===== src/verilog/apr_defines.svh =====
`ifndef APR_DEFINES_SVH
`define APR_DEFINES_SVH

// Event flags and their home on the I/O bus slice
`define APR_NUM_FLAGS 8
`define APR_FLAG_BASE 6

// Bus slice, bit 0 is the most significant
`define APR_WORD_BITS 18

// Field widths
`define APR_BLOCK_BITS 3
`define APR_AC_BITS 4
`define APR_COMP_BITS 4
`define APR_MAGIC_BITS 9
`define APR_DIAG_SEL_BITS 3

// Bus positions of the multi-bit fields
`define APR_CUR_BLOCK_POS 6
`define APR_PREV_BLOCK_POS 9
`define APR_COMP_POS 9
`define APR_FM_ADR_POS 9
`define APR_EBOX_ERR_POS 12
`define APR_INT_POS 14

`endif


===== src/verilog/aprPkg.sv =====
`include "apr_defines.svh"

package aprPkg;

  // One bit per event flag, index 0 sits at the flag base bit
  typedef logic [0:`APR_NUM_FLAGS-1] flagVecT;

  typedef enum logic [2:0] {
    flgSbusErr,
    flgNxmErr,
    flgIoPfErr,
    flgMbParErr,
    flgCDirParErr,
    flgSAdrParErr,
    flgPwrFail,
    flgSweepDone
  } flagIdxT;

  typedef logic [0:`APR_BLOCK_BITS-1] blockT;
  typedef logic [0:`APR_AC_BITS-1] acT;
  typedef logic [0:`APR_WORD_BITS-1] busWordT;

  // Fast-memory address source, coded as in the microcode FMADR field
  typedef enum logic [2:0] {
    srcAc      = 3'd0,
    srcAcPlus1 = 3'd1,
    srcXr      = 3'd2,
    srcVma     = 3'd3,
    srcAcPlus2 = 3'd4,
    srcAcPlus3 = 3'd5,
    srcAcMagic = 3'd6,
    srcMagic   = 3'd7
  } fmSrcT;

  typedef struct packed {
    flagVecT flags;
    flagVecT intEn;
    logic    interrupt;
    logic    anyEboxErr;
  } aprStatusT;

endpackage


===== src/verilog/cpuBusIf.sv =====
`timescale 1ns/1ps

interface cpuBusIf import aprPkg::*; ();

  busWordT data;

  // Conditions-out strobes to the flag register
  logic selEn;
  logic selDis;
  logic selSet;
  logic selClr;

  logic loadAcBlocks;
  logic dataoApr;

  modport flagSide (
    input data,
    input selEn,
    input selDis,
    input selSet,
    input selClr
  );

  modport blockSide (
    input data,
    input loadAcBlocks
  );

  modport diagSide (
    input data,
    input dataoApr
  );

endinterface


===== src/verilog/aprFlags.sv =====
`timescale 1ns/1ps
`include "apr_defines.svh"

module aprFlags import aprPkg::*; (
  input  logic      clk,
  input  logic      rst,
  cpuBusIf.flagSide bus,
  input  flagVecT   events,
  input  logic      sweepBusy,
  output aprStatusT status
);

  flagVecT mask;
  flagVecT evVec;
  flagVecT flags;
  flagVecT flagsNext;
  flagVecT intEn;
  flagVecT intEnNext;
  logic    sweepBusyPrev;
  logic    anyEboxErr;

  assign mask = bus.data[`APR_FLAG_BASE +: `APR_NUM_FLAGS];

  // Sweep done comes from the end of a cache sweep, not from a pin
  always_comb begin
    evVec = events;
    evVec[flgSweepDone] = sweepBusyPrev & ~sweepBusy;
  end

  // Events are ORed in last so they beat a clear in the same cycle
  always_comb begin
    flagsNext = flags;
    if (bus.selClr) begin
      flagsNext = flagsNext & ~mask;
    end
    if (bus.selSet) begin
      flagsNext = flagsNext | mask;
    end
    flagsNext = flagsNext | evVec;
  end

  always_comb begin
    intEnNext = intEn;
    if (bus.selEn) begin
      intEnNext = intEn | mask;
    end else if (bus.selDis) begin
      intEnNext = intEn & ~mask;
    end
  end

  always_ff @(posedge clk) begin
    if (rst) begin
      flags <= '0;
      intEn <= '0;
      sweepBusyPrev <= 1'b0;
      anyEboxErr <= 1'b0;
    end else begin
      flags <= flagsNext;
      intEn <= intEnNext;
      sweepBusyPrev <= sweepBusy;
      // Summary tracks the flags in the same cycle
      anyEboxErr <= flagsNext[flgNxmErr] | flagsNext[flgMbParErr] |
                    flagsNext[flgSAdrParErr];
    end
  end

  assign status = '{
    flags:      flags,
    intEn:      intEn,
    interrupt:  |(flags & intEn),
    anyEboxErr: anyEboxErr
  };

  enDisExclusive: assert property (
    @(posedge clk) disable iff (rst) !(bus.selEn && bus.selDis)
  ) else $error("selEn and selDis strobed together");

  eventSticks: assert property (
    @(posedge clk) disable iff (rst)
    (evVec != '0) |=> ((flags & $past(evVec)) == $past(evVec))
  ) else $error("event flag not set after its event");

endmodule


===== src/verilog/acBlocks.sv =====
`timescale 1ns/1ps
`include "apr_defines.svh"

module acBlocks import aprPkg::*; (
  input  logic       clk,
  input  logic       rst,
  cpuBusIf.blockSide bus,
  input  logic       xrPrevious,
  input  logic       vmaPrevEn,
  input  logic       loadVmaContext,
  output blockT      currentBlock,
  output blockT      prevBlock,
  output blockT      vmaBlock,
  output blockT      xrBlock
);

  blockT vmaBlockNext;

  // Previous context is used by PXCT style references
  assign vmaBlockNext = vmaPrevEn ? prevBlock : currentBlock;

  always_ff @(posedge clk) begin
    if (rst) begin
      currentBlock <= '0;
      prevBlock <= '0;
      vmaBlock <= '0;
    end else begin
      if (bus.loadAcBlocks) begin
        currentBlock <= bus.data[`APR_CUR_BLOCK_POS +: `APR_BLOCK_BITS];
        prevBlock <= bus.data[`APR_PREV_BLOCK_POS +: `APR_BLOCK_BITS];
      end
      // Captures the old blocks when both loads hit together
      if (loadVmaContext) begin
        vmaBlock <= vmaBlockNext;
      end
    end
  end

  // Index register fetch follows the same context choice
  assign xrBlock = xrPrevious ? prevBlock : currentBlock;

endmodule


===== src/verilog/fmAddress.sv =====
`timescale 1ns/1ps
`include "apr_defines.svh"

module fmAddress import aprPkg::*; (
  input  acT                           ac,
  input  acT                           xr,
  input  acT                           vmaLow,
  input  logic [0:`APR_MAGIC_BITS-1]   magic,
  input  fmSrcT                        fmSrc,
  input  blockT                        currentBlock,
  input  blockT                        xrBlock,
  input  blockT                        vmaBlock,
  output acT                           fmAdr,
  output blockT                        fmBlock
);

  acT    magicAc;
  blockT magicBlock;
  acT    acOffset;
  acT    acSum;

  assign magicAc = magic[5:8];
  assign magicBlock = magic[2:4];

  // One adder serves all the AC-relative sources
  always_comb begin
    acOffset = '0;
    case (fmSrc)
      srcAcPlus1: acOffset = acT'(1);
      srcAcPlus2: acOffset = acT'(2);
      srcAcPlus3: acOffset = acT'(3);
      srcAcMagic: acOffset = magicAc;
      default:    acOffset = '0;
    endcase
  end

  // Wraps within the 16-word block
  assign acSum = ac + acOffset;

  always_comb begin
    case (fmSrc)
      srcXr:    fmAdr = xr;
      srcVma:   fmAdr = vmaLow;
      srcMagic: fmAdr = magicAc;
      default:  fmAdr = acSum;
    endcase
  end

  always_comb begin
    case (fmSrc)
      srcXr:    fmBlock = xrBlock;
      srcVma:   fmBlock = vmaBlock;
      // Literal addressing reaches any block
      srcMagic: fmBlock = magicBlock;
      default:  fmBlock = currentBlock;
    endcase
  end

endmodule


===== src/verilog/aprDiag.sv =====
`timescale 1ns/1ps
`include "apr_defines.svh"

module aprDiag import aprPkg::*; (
  input  logic                          clk,
  input  logic                          rst,
  cpuBusIf.diagSide                     bus,
  input  logic                          diagRead,
  input  logic [`APR_DIAG_SEL_BITS-1:0] diagSel,
  input  aprStatusT                     status,
  input  blockT                         currentBlock,
  input  blockT                         prevBlock,
  input  blockT                         vmaBlock,
  input  acT                            fmAdr,
  input  blockT                         fmBlock,
  output busWordT                       diagData,
  output logic                          diagValid
);

  // Fetch, read, write, user
  logic [0:`APR_COMP_BITS-1] compareBits;
  busWordT                   diagWord;

  always_ff @(posedge clk) begin
    if (rst) begin
      compareBits <= '0;
    end else if (bus.dataoApr) begin
      compareBits <= bus.data[`APR_COMP_POS +: `APR_COMP_BITS];
    end
  end

  always_comb begin
    diagWord = '0;
    case (diagSel)
      3'd0: begin
        diagWord[`APR_FLAG_BASE +: `APR_NUM_FLAGS] = status.flags;
        diagWord[`APR_INT_POS] = status.interrupt;
      end
      3'd1: begin
        diagWord[`APR_FLAG_BASE +: `APR_NUM_FLAGS] = status.intEn;
      end
      3'd2: begin
        diagWord[`APR_CUR_BLOCK_POS +: `APR_BLOCK_BITS] = currentBlock;
        diagWord[`APR_PREV_BLOCK_POS +: `APR_BLOCK_BITS] = prevBlock;
      end
      3'd3: begin
        diagWord[`APR_COMP_POS +: `APR_COMP_BITS] = compareBits;
      end
      3'd4: begin
        diagWord[`APR_CUR_BLOCK_POS +: `APR_BLOCK_BITS] = fmBlock;
        diagWord[`APR_FM_ADR_POS +: `APR_AC_BITS] = fmAdr;
      end
      3'd5: begin
        diagWord[`APR_CUR_BLOCK_POS +: `APR_BLOCK_BITS] = vmaBlock;
        diagWord[`APR_EBOX_ERR_POS] = status.anyEboxErr;
      end
      // Unused selects read as zero
      default: diagWord = '0;
    endcase
  end

  // Every read gets its own word, back to back reads included
  always_ff @(posedge clk) begin
    if (rst) begin
      diagData <= '0;
      diagValid <= 1'b0;
    end else begin
      diagValid <= diagRead;
      if (diagRead) begin
        diagData <= diagWord;
      end
    end
  end

  validOnlyOnRead: assert property (
    @(posedge clk) disable iff (rst)
    (diagValid && $past(diagValid)) |-> ($past(diagRead) && $past(diagRead, 2))
  ) else $error("diagValid held without back to back reads");

endmodule


===== src/verilog/aprTop.sv =====
`timescale 1ns/1ps
`include "apr_defines.svh"

module aprTop import aprPkg::*; (
  input  logic                          clk,
  input  logic                          rst,
  input  busWordT                       busData,
  input  logic                          selEn,
  input  logic                          selDis,
  input  logic                          selSet,
  input  logic                          selClr,
  input  logic                          loadAcBlocks,
  input  logic                          dataoApr,
  input  flagVecT                       events,
  input  logic                          sweepBusy,
  input  logic                          xrPrevious,
  input  logic                          vmaPrevEn,
  input  logic                          loadVmaContext,
  input  acT                            ac,
  input  acT                            xr,
  input  acT                            vmaLow,
  input  logic [0:`APR_MAGIC_BITS-1]    magic,
  input  fmSrcT                         fmSrc,
  input  logic                          diagRead,
  input  logic [`APR_DIAG_SEL_BITS-1:0] diagSel,
  output logic                          aprInterrupt,
  output logic                          anyEboxErr,
  output acT                            fmAdr,
  output blockT                         fmBlock,
  output busWordT                       diagData,
  output logic                          diagValid
);

  aprStatusT status;
  blockT     currentBlock;
  blockT     prevBlock;
  blockT     vmaBlock;
  blockT     xrBlock;

  cpuBusIf bus ();

  assign bus.data = busData;
  assign bus.selEn = selEn;
  assign bus.selDis = selDis;
  assign bus.selSet = selSet;
  assign bus.selClr = selClr;
  assign bus.loadAcBlocks = loadAcBlocks;
  assign bus.dataoApr = dataoApr;

  aprFlags flags0 (
    .clk       (clk),
    .rst       (rst),
    .bus       (bus.flagSide),
    .events    (events),
    .sweepBusy (sweepBusy),
    .status    (status)
  );

  acBlocks blocks0 (
    .clk            (clk),
    .rst            (rst),
    .bus            (bus.blockSide),
    .xrPrevious     (xrPrevious),
    .vmaPrevEn      (vmaPrevEn),
    .loadVmaContext (loadVmaContext),
    .currentBlock   (currentBlock),
    .prevBlock      (prevBlock),
    .vmaBlock       (vmaBlock),
    .xrBlock        (xrBlock)
  );

  fmAddress fmAdr0 (
    .ac           (ac),
    .xr           (xr),
    .vmaLow       (vmaLow),
    .magic        (magic),
    .fmSrc        (fmSrc),
    .currentBlock (currentBlock),
    .xrBlock      (xrBlock),
    .vmaBlock     (vmaBlock),
    .fmAdr        (fmAdr),
    .fmBlock      (fmBlock)
  );

  aprDiag diag0 (
    .clk          (clk),
    .rst          (rst),
    .bus          (bus.diagSide),
    .diagRead     (diagRead),
    .diagSel      (diagSel),
    .status       (status),
    .currentBlock (currentBlock),
    .prevBlock    (prevBlock),
    .vmaBlock     (vmaBlock),
    .fmAdr        (fmAdr),
    .fmBlock      (fmBlock),
    .diagData     (diagData),
    .diagValid    (diagValid)
  );

  assign aprInterrupt = status.interrupt;
  assign anyEboxErr = status.anyEboxErr;

endmodule


===== config.mk =====
export PLATFORM = sky130hd
export DESIGN_NAME = aprTop
export DESIGN_NICKNAME = d
export VERILOG_FILES = /design/src/verilog/aprPkg.sv /design/src/verilog/cpuBusIf.sv /design/src/verilog/aprFlags.sv /design/src/verilog/acBlocks.sv /design/src/verilog/fmAddress.sv /design/src/verilog/aprDiag.sv /design/src/verilog/aprTop.sv
export VERILOG_INCLUDE_DIRS = /design/src /design/src/verilog
export SDC_FILE = /design/constraint.sdc
export NUM_CORES = 1
export LEC_CHECK = 0
export ABC_AREA = 1
export BUFFER_PORTS_ARGS = -buffer_cell sky130_fd_sc_hd__buf_2
export CORE_MARGIN = 1.5
export CORE_UTILIZATION = 48
export CTS_CLUSTER_SIZE = 12
export DETAILED_ROUTE_END_ITERATION = 12
export GPL_TIMING_DRIVEN = 0
export HOLD_SLACK_MARGIN = 0.08
export PLACE_DENSITY = 0.91
export SETUP_SLACK_MARGIN = 0.4
export SYNTH_ARGS = -nofsm -noshare
export SYNTH_HDL_FRONTEND = slang
export SYNTH_SLANG_ARGS = --single-unit
export TNS_END_PERCENT = 10

===== constraint.sdc =====
create_clock -name clk -period 2.1 [get_ports clk]
set_input_delay 0.42 -clock clk [delete_from_list [all_inputs] [get_ports clk]]
set_output_delay 0.42 -clock clk [all_outputs]
set_load 0.02 [all_outputs]

==> out/qor.csv, run 1 <==
metric,value,unit
multi_input_area,1330,um^2
synth_edf_count,0,
skew,0.00564,ns
power_frac_seq,0.442,
setup_viol,4,
via_count,2620,
drv_slew,0,
worst_setup_path_start_kind,input port,
holdBufCountCts,0,
io_pins,94,
hold_violations,0,
cts-root-buf,clkbuf_8,
cts_buffers,5,
required,1.68,ns
path_clk_slew,0.08,ns
leakage,1.43,nW
synth_flop_cell,dfxtp_1,
ys_ff_latch,41,
diodes,0,
crit_arrival,1.83,ns
fmax,443,MHz
p_sw,587,uW
syn_inst,337,
cts_sinks,41,
clock_latency,0.30,ns
area_growth,31.1,%
ff2ff_path_depth,8,
n_fill_cell,414,
num-nets-final,493,
internal_power,1.36,mW
mostFrequentLayoutCells,"nand2_1, buf_2, a21oi_1",
cp-end-kind,primary output,
syn-cell-area,2320,um^2
io_buffers,66,
status,"complete, but fails checks",
die_h,72.5,um
setup_tns,-0.382,ns
die_area,5250,um^2
synth_top_cell_by_area,dfxtp_1,
postLayoutCellArea,3040,um^2
crit_path_end,fmAdr[1],
p_clk_frac,0.316,
cap_violations,0,
worst_slack,-0.155,ns
async_flop_share,0,
rows,25,
first_global_vias,2454,
wl_per_cell,14.5,um
ys_warn_count,0,
gp_congestion,0.873,
hpwl,4.97,mm
die_w,72.5,um
htree_levels,2,
violations,setup timing,
cellPowerDensity,641,nW/um^2
hold_class,input port to flop,
mostFrequentLayoutCell,nand2_1,
initial_core_util,0.494,
drt-initial-drc-count,173,
drive_above_1_share,0.312,
dpl_cell_area,2750,um^2
grt_util_all_layers,0.260,
p_total,1.95,mW
rsz0062_at_grt,true,
cpPeakStageDelay,0.44,ns
via_per_inst,5.49,
critical_path_depth,8,
crit_family,adder cells,
wirelength,6.91,mm
ys_seq_area_frac,0.354,
setup.worst_path.start,fmSrc[0],
antenna_found_initial,0,
drcViolationCount,0,
worstMarginPinSlew,0.553,ns
synth.distinct_cells,34,
min_period_over_period,1.07,
vdd_drop_max,0.510,mV
final_antenna_net_count,0,
path_cells,buf_12 -> nor2_4 -> nand3_2 -> o21ai_4 -> ha_4 -> fa_2 -> o21a_1 -> buf_6,
combPwrFrac,0.241,
synth_top_area_share,0.354,
r2r_end,diag0.diagData[10]$_SDFFE_PP0P_,
core_area,4690,um^2
worstSetupPathType,input port to primary output,
grt_max_degree,13,
cts_tree,yes,
hold_slack,0.336,ns
timing.critical_path.buf_inv,2,
cts_buffer_depth,2,
syn_avg_cell_area,6.87,um^2
swShare,0.302,
synth.area.top_cells,"dfxtp_1, nand2_1, a21oi_1",
slew_headroom,0.631,
grt_pass1_wl,10.8,mm
reg2reg_from,blocks0.currentBlock[1]$_SDFFE_PP0P_,
r2r_setup_slack,0.83,ns
crit_fanout,5,
cpMaxStageDelayCell,fa_2,
regArea,825,um^2
post-route-min-period,2.25,ns
firstDrtPassIters,5,
globalRouteOverflowTotal,0,
## power groups by stage
stage | sequential (mW) | clock, mW | combinational (mW)
2_1_floorplan | 0.874 | 0 | 0.249
3_3_place_gp | 0.872 | 0 | 0.389
3_5_place_dp | 0.875 | 0 | 0.401
4_1_cts | 0.858 | 0.615 | 0.437
5_1_grt | 0.866 | 0.653 | 0.514
6_report | 0.861 | 0.615 | 0.470
## how the worst min path moves through the flow
stage / start / to / slack, ns / cells after the start
after global routing: events[2] / flags0.flags[2]$_SDFF_PP0_ / 0.38 / 3
after floorplan: flags0.sweepBusyPrev$_SDFF_PP0_ / flags0.flags[0]$_SDFF_PP0_ / 0.45 / 2
after detailed placement: diag0.diagData[8]$_SDFFE_PP0P_ / diag0.diagData[8]$_SDFFE_PP0P_ / 0.46 / 2
final: sweepBusy / flags0.sweepBusyPrev$_SDFF_PP0_ / 0.34 / 3
after CTS: sweepBusy / flags0.sweepBusyPrev$_SDFF_PP0_ / 0.34 / 3
after global placement: diag0.diagData[8]$_SDFFE_PP0P_ / diag0.diagData[8]$_SDFFE_PP0P_ / 0.45 / 2
## cell usage after synthesis (2+ instances only)
cell type  count
a211oi_1       3
a21oi_1       40
a21oi_2        5
a221oi_1       2
buf_4          9
clkbuf_1       7
dfxtp_1       41
ha_1           3
inv_1         41
inv_2          7
nand2_1       77
nand2_2        2
nand3_1       13
nand4_1        8
nor2_1        15
nor2_2         2
nor3_2         2
o2111ai_2      2
o211ai_1       7
o21ai_0       31
o22ai_1        6
o2bb2ai_1      2
## metrics by stage
stage	cells	util	setup WS, ns
after detailed placement	465	0.586	-0.356
after global placement	465	0.586	-0.335
final	477	0.647	-0.155
after floorplan	345	-	0.0294
after CTS	477	0.627	-0.169
after global routing	477	0.647	-0.224
## logic make-up after synthesis
logic type               synth area share
adder cells (fa/ha/maj)            0.0249
flip-flops                          0.354
other                             0.00162
buffers and inverters               0.127
XOR/XNOR                          0.00378
AO/OA/AOI/OAI                       0.267
AND/OR/NAND/NOR                     0.221
## per-layer routing
metal | vias to the layer above | GRT usage | share of wire | wire length [um]
met5 | - | 0 | 0 | 0
met3 | 20 | 0.0569 | 0.073 | 502
met1 | 1176 | 0.313 | 0.41 | 2840
met4 | 0 | 0.103 | 0.021 | 148
li1 | 1282 | - | - | -
met2 | 142 | 0.451 | 0.49 | 3420
## layout make-up
cell class / count / area share
buffer: 18 / 0.0363
clock buffer: 5 / 0.0227
clock inverter: 2 / 0.0115
inverter: 49 / 0.0630
multi-input combinational: 237 / 0.436
sequential: 41 / 0.272
tap: 54 / 0.0222
timing repair buffer: 71 / 0.136
## worst register-to-register path, stage by stage, from the launching register on
cell	delay [ns]
dfxtp_1	0.38
inv_1	0.10
o21ai_0	0.15
nand2_1	0.08
nand4_1	0.16
nand2_1	0.09
o211ai_2	0.10
nand2_2	0.07
a21oi_2	0.10
## repair_timing
| action | CTS | global route |
|---|---|---|
| setup endpoints to repair | 12 | 12 |
| pin swaps | 12 | 7 |
| hold endpoints to repair | 0 | 0 |
| gates resized for setup | 18 | 24 |
| buffers inserted | 5 | 0 |
Note: power is estimated with default switching activity, not from simulation.
==> inputs of run 2 (changes only) <==
--- a/config.mk
+++ b/config.mk
@@ -9,14 +9,15 @@
 export ABC_AREA = 1
 export BUFFER_PORTS_ARGS = -buffer_cell sky130_fd_sc_hd__buf_2
 export CORE_MARGIN = 1.5
-export CORE_UTILIZATION = 48
+export CORE_UTILIZATION = 49
 export CTS_CLUSTER_SIZE = 12
 export DETAILED_ROUTE_END_ITERATION = 12
 export GPL_TIMING_DRIVEN = 0
 export HOLD_SLACK_MARGIN = 0.08
 export PLACE_DENSITY = 0.91
-export SETUP_SLACK_MARGIN = 0.4
+export SETUP_SLACK_MARGIN = 0.1
 export SYNTH_ARGS = -nofsm -noshare
 export SYNTH_HDL_FRONTEND = slang
+export SYNTH_HIERARCHICAL = 1
 export SYNTH_SLANG_ARGS = --single-unit
 export TNS_END_PERCENT = 10
==> out/qor.csv, run 2 <==
metric,value,unit,change
crit_arrival,1.98,ns,+0.15 ns
async_flop_share,0,,unchanged
num-nets-final,551,,+12%
synth.area.top_cells,"dfxtp_1, nand2_1, nand3_1",,
firstDrtPassIters,7,,+2
setup_viol,4,,unchanged
drt-initial-drc-count,229,,+32%
cts_buffers,5,,unchanged
ys_warn_count,6,,+6
final_antenna_net_count,0,,unchanged
antenna_found_initial,0,,unchanged
mostFrequentLayoutCells,"nand2_1, buf_2, nand3_1",,
cts_buffer_depth,2,,unchanged
worst_slack,-0.302,ns,-0.147 ns
combPwrFrac,0.259,,+0.018
dpl_cell_area,3050,um^2,+11%
synth.distinct_cells,26,,-24%
synth_top_cell_by_area,dfxtp_1,,
ys_seq_area_frac,0.327,,-0.0277
syn-cell-area,2510,um^2,+8.5%
worstSetupPathType,input port to primary output,,
crit_fanout,5,,unchanged
via_per_inst,5.27,,-4.1%
swShare,0.299,,-0.00234
vdd_drop_max,0.448,mV,-12%
cts-root-buf,clkbuf_8,,
synth.most_common_cell,nand2_1,,
ys_top_cells_by_count,"nand2_1, nand3_1, dfxtp_1",,
drv_slew,0,,unchanged
critical_path_depth,14,,+6
p_sw,613,uW,+4.4%
internal_power,1.44,mW,+5.6%
cpMaxStageDelayCell,ha_1,,
power_frac_seq,0.423,,-0.019
rsz0062_at_grt,true,,
post-route-min-period,2.40,ns,+0.147 ns
path_cells,buf_12 -> nand2_8 -> inv_8 -> buf_8 -> a211oi_4 -> ha_1 -> nand3_2 -> inv_2 -> nor2_2 -> nand3_1 -> nand2_1 -> nand2_2 -> nand2_2 -> buf_6,,
cap_violations,0,,unchanged
timing.critical_path.buf_inv,5,,+3
synth_edf_count,0,,unchanged
cts_tree,yes,,
globalRouteOverflowTotal,0,,unchanged
rows,25,,unchanged
diodes,0,,unchanged
cellPowerDensity,610,nW/um^2,-4.8%
n_fill_cell,416,,+0.48%
worst_setup_path_start_kind,input port,,
grt_util_all_layers,0.273,,+0.0128
wl_per_cell,13.3,um,-7.8%
setup_tns,-0.903,ns,-0.521 ns
syn_inst,388,,+15%
cpMostUsedCell,nand2_2,,
wirelength,7.33,mm,+6.1%
utilization,0.697,,+0.0497
gp_congestion,0.962,,+10%
final_cells,549,,+15%
area_growth,33.6,%,
cpPeakStageDelay,0.28,ns,-0.16 ns
status,"complete, but fails checks",,
r2r_setup_slack,0.77,ns,-0.06 ns
ys_ff_latch,41,,unchanged
fmax,416,MHz,-6.1%
htree_levels,2,,unchanged
ff2ff_path_depth,10,,+2
postLayoutCellArea,3360,um^2,+11%
synth_top_area_share,0.327,,-0.0277
required,1.68,ns,about the same
grt_max_degree,13,,unchanged
hpwl,5.21,mm,+4.8%
core_area,4820,um^2,+2.7%
leakage,1.67,nW,+17%
skew,0.00967,ns,+0.00403 ns
via_count,2893,,+10%
p_total,2.05,mW,+5.3%
drive_above_1_share,0.303,,-0.00915
hold_violations,0,,unchanged
syn_avg_cell_area,6.48,um^2,-5.8%
hold_class,input port to flop,,
initial_core_util,0.522,,+0.0280
die_h,74.6,um,+3.0%
io_buffers,67,,+1.5%
violations,setup timing,,
mostFrequentLayoutCell,nand2_1,,
die_area,5570,um^2,+6.0%
io_pins,94,,unchanged
synth_flop_cell,dfxtp_1,,
cp-end-kind,primary output,,
hold_slack,0.365,ns,+0.0285 ns
crit_family,simple AND/OR/NAND/NOR gates,,
p_clk_frac,0.317,,about the same
clock_latency,0.29,ns,about the same
path_clk_slew,0.07,ns,about the same
cts_sinks,41,,unchanged
first_global_vias,2698,,+9.9%
place_ws,-0.430,ns,-0.0743 ns
drcViolationCount,0,,unchanged
grt_pass1_wl,11.7,mm,+8.3%
place_inst,530,,+14%
hold_depth,3,,unchanged
die_w,74.6,um,+3.0%
min_period_over_period,1.14,,+0.0699
-- run 2: changes by cell type after synthesis, moves of 6 or more --
cell,before,now
o21ai_0,31,22
nand3_1,13,52
a21oi_1,40,31
nand2_1,77,113
nor2_1,15,27
clkbuf_1,7,1
o211ai_1,7,0
-- run 2: layout make-up --
| type | count | area [um^2] | area share |
|---|---|---|---|
| Tap cell | 67 | 83.8 | 0.0250 |
| Sequential cell | 41 | 821 | 0.245 |
| Timing Repair Buffer | 78 | 478 | 0.142 |
| Buffer | 23 | 176 | 0.0526 |
| Inverter | 43 | 176 | 0.0526 |
| Clock inverter | 1 | 30.0 | 0.00895 |
| Multi-Input combinational cell | 289 | 1510 | 0.448 |
| Clock buffer | 7 | 86.3 | 0.0257 |
-- run 2: kinds of logic (layout without fill, tap and decap cells) --
family,Yosys count,count (layout),synth area share
compound gates,63,63,0.135
xor+xnor,1,1,0.00349
fa+ha+maj,4,4,0.0229
buf+inv,66,152,0.135
flops,41,41,0.327
other cells,1,9,0.00149
simple gates,212,212,0.376
-- run 2: power groups by stage --
stage               Combinational (mW)  Clock [mW]  Sequential [mW]
finish                           0.531       0.650            0.868
global route                     0.578       0.690            0.872
CTS                              0.504       0.665            0.866
detailed placement               0.450           0            0.884
global placement                 0.439           0            0.882
floorplan                        0.293           0            0.879
-- run 2: worst register-to-register path: cells and delay by family, from the launching register on --
family | cells | cell delay [ns]
simple gates | 6 | 0.49
compound gates | 2 | 0.26
buf+inv | 2 | 0.09
flops | 1 | 0.42
-- run 2: final timing paths --
path,from,end
worst min register to register,diag0/diagData[9]$_SDFFE_PP0P_,diag0/diagData[9]$_SDFFE_PP0P_
worst min-delay path,sweepBusy,flags0/sweepBusyPrev$_SDFF_PP0_
worst max register to register,blocks0/currentBlock[0]$_SDFFE_PP0P_,diag0/diagData[9]$_SDFFE_PP0P_
worst max-delay path,fmSrc[1],fmAdr[3]
-- run 2: per-layer routing --
| layer | up-vias | share of wire | global-route usage |
|---|---|---|---|
| met2 | 145 | 0.49 | 0.478 |
| met3 | 25 | 0.081 | 0.0528 |
| met4 | 0 | 0.026 | 0.107 |
| met5 | - | 0 | 0 |
| li1 | 1430 | - | - |
| met1 | 1293 | 0.40 | 0.329 |
-- run 2: what timing repair did --
action | CTS | global route
hold buffers | 0 | 0
setup endpoints to repair | 6 | 6
endpoints found under the hold margin | 0 | 0
setup buffers | 10 | 2
pin swaps | 11 | 9
resized for setup | 22 | 11
==> inputs of run 3 (changes only) <==
--- a/config.mk
+++ b/config.mk
@@ -8,8 +8,10 @@
 export LEC_CHECK = 0
 export ABC_AREA = 1
 export BUFFER_PORTS_ARGS = -buffer_cell sky130_fd_sc_hd__buf_2
+export CELL_PAD_IN_SITES_DETAIL_PLACEMENT = 1
+export CELL_PAD_IN_SITES_GLOBAL_PLACEMENT = 1
 export CORE_MARGIN = 1.5
-export CORE_UTILIZATION = 49
+export CORE_UTILIZATION = 33
 export CTS_CLUSTER_SIZE = 12
 export DETAILED_ROUTE_END_ITERATION = 12
 export GPL_TIMING_DRIVEN = 0
@@ -18,6 +20,5 @@
 export SETUP_SLACK_MARGIN = 0.1
 export SYNTH_ARGS = -nofsm -noshare
 export SYNTH_HDL_FRONTEND = slang
-export SYNTH_HIERARCHICAL = 1
 export SYNTH_SLANG_ARGS = --single-unit
 export TNS_END_PERCENT = 10
==> out/qor.csv, run 3 (synthesized netlist as in run 1, its figures left out) <==
metric,value,unit,change
drcViolationCount,0,,unchanged
vdd_drop_max,0.316,mV,-29%
via_count,2672,,-7.6%
io_pins,94,,unchanged
required,1.68,ns,about the same
rsz0062_at_grt,true,,
combPwrFrac,0.251,,-0.008
num-nets-final,499,,-9.4%
hold_class,input port to flop,,
cts_tree,yes,,
hpwl,6.02,mm,+15%
min_period_over_period,1.09,,-0.0529
slew_headroom,0.609,,
cts_buffer_depth,2,,unchanged
crit_arrival,1.87,ns,-0.11 ns
drt-initial-drc-count,82,,-64%
setup_viol,4,,unchanged
cts-root-buf,clkbuf_8,,
diodes,0,,unchanged
status,"complete, but fails checks",,
final_antenna_net_count,0,,unchanged
rows,30,,+20%
worst_setup_path_start_kind,input port,,
leakage,1.46,nW,-13%
wl_per_cell,15.2,um,+14%
grt_max_degree,13,,unchanged
antenna_found_initial,0,,unchanged
cp-end-kind,primary output,,
path_clk_slew,0.08,ns,about the same
crit_fanout,5,,unchanged
setup_tns,-0.531,ns,+0.372 ns
first_global_vias,2723,,+0.93%
cellPowerDensity,623,nW/um^2,+2.0%
drv_slew,0,,unchanged
wirelength,8.01,mm,+9.4%
worstMarginPinSlew,0.586,ns,
worstSetupPathType,input port to primary output,,
internal_power,1.32,mW,-8.3%
htree_levels,2,,unchanged
initial_core_util,0.341,,-0.181
die_area,7530,um^2,+35%
io_buffers,66,,-1.5%
utilization,0.453,,-0.243
drive_above_1_share,0.300,,-0.00290
die_w,86.8,um,+16%
grt_pass1_wl,12.4,mm,+6.5%
p_clk_frac,0.301,,-0.016
violations,setup timing,,
area_growth,33.0,%,
worst_slack,-0.191,ns,+0.111 ns
fmax,437,MHz,+4.9%
mostFrequentLayoutCell,nand2_1,,
hold_slack,0.337,ns,-0.0272 ns
hold_violations,0,,unchanged
grt_util_all_layers,0.211,,-0.0617
post-route-min-period,2.29,ns,-0.111 ns
firstDrtPassIters,4,,-3
power_frac_seq,0.447,,+0.024
swShare,0.313,,+0.0142
cap_violations,0,,unchanged
die_h,86.8,um,+16%
place_ws,-0.393,ns,+0.0372 ns
clock_latency,0.30,ns,about the same
core_area,6790,um^2,+41%
globalRouteOverflowTotal,0,,unchanged
gp_congestion,0.870,,-9.5%
cts_buffers,5,,unchanged
skew,0.00704,ns,-0.00264 ns
via_per_inst,5.08,,-3.6%
cts_sinks,41,,unchanged
p_sw,601,uW,-1.9%
mostFrequentLayoutCells,"nand2_1, buf_2, inv_1, dfxtp_1, a21oi_1",,
-- run 3: cell count changes in the layout (fill, tap and decap cells not counted), moves of 9 or more --
| cell | before | now |
|---|---|---|
| nand3_1 | 46 | 9 |
| nand2_1 | 107 | 75 |
| nor2_1 | 25 | 13 |
| a21oi_1 | 31 | 40 |
| o21ai_0 | 20 | 29 |
-- run 3: final timing paths --
kind                                        startpoint  cells after the start                               to  slack [ns]
setup / recovery                              fmSrc[0]                      8                         fmAdr[1]       -0.19
hold / removal                               sweepBusy                      3  flags0.sweepBusyPrev$_SDFF_PP0_        0.34
setup reg to reg  blocks0.currentBlock[2]$_SDFFE_PP0P_                      8  diag0.diagData[11]$_SDFFE_PP0P_        0.80
hold reg to reg         diag0.diagData[4]$_SDFFE_PP0P_                      2   diag0.diagData[4]$_SDFFE_PP0P_        0.47
-- run 3: power by group through the flow --
stage                     logic [mW]  clock network (mW)  registers [mW]
final                          0.482               0.578           0.858
after global routing           0.532               0.615           0.863
after CTS                      0.453               0.589           0.857
after detailed placement       0.414                   0           0.875
after global placement         0.399                   0           0.872
after floorplan                0.249                   0           0.874
-- run 3: critical path, stage by stage --
cell	delay, ns
buf_12	0.11
nor2_4	0.14
nand3_2	0.08
o21ai_2	0.08
ha_2	0.23
fa_2	0.46
o21a_1	0.22
buf_6	0.13
-- run 3: what timing repair did --
item / CTS / global route
hold buffers: 0 / 0
pin swaps: 8 / 6
resized for setup: 17 / 11
buffers inserted: 6 / 5
cloned: 0 / 0
setup endpoints to repair: 5 / 8
-- run 3: per-layer routing --
metal | wire, um | vias to the layer above | GRT usage
li1 | - | 1294 | -
met1 | 3380 | 1268 | 0.242
met2 | 4010 | 97 | 0.384
met3 | 471 | 13 | 0.0390
met4 | 155 | 0 | 0.0880
met5 | 0 | - | 0
-- run 3: final cells by class --
cell class / count / area (um^2)
Fill cell: 909 / 3710
Clock inverter: 1 / 5.00
Clock buffer: 7 / 96.3
Sequential cell: 41 / 821
Multi-Input combinational cell: 237 / 1270
Buffer: 18 / 110
Tap cell: 96 / 120
Timing Repair Buffer: 77 / 464
Inverter: 49 / 189
-- run 3: through the flow --
step	instance area [um^2]	total power [mW]	std cells
final	3080	1.92	526
after global routing	3080	2.01	526
after CTS	3010	1.90	521
after detailed placement	2800	1.29	507
after global placement	2800	1.27	507
after floorplan	2350	1.12	345
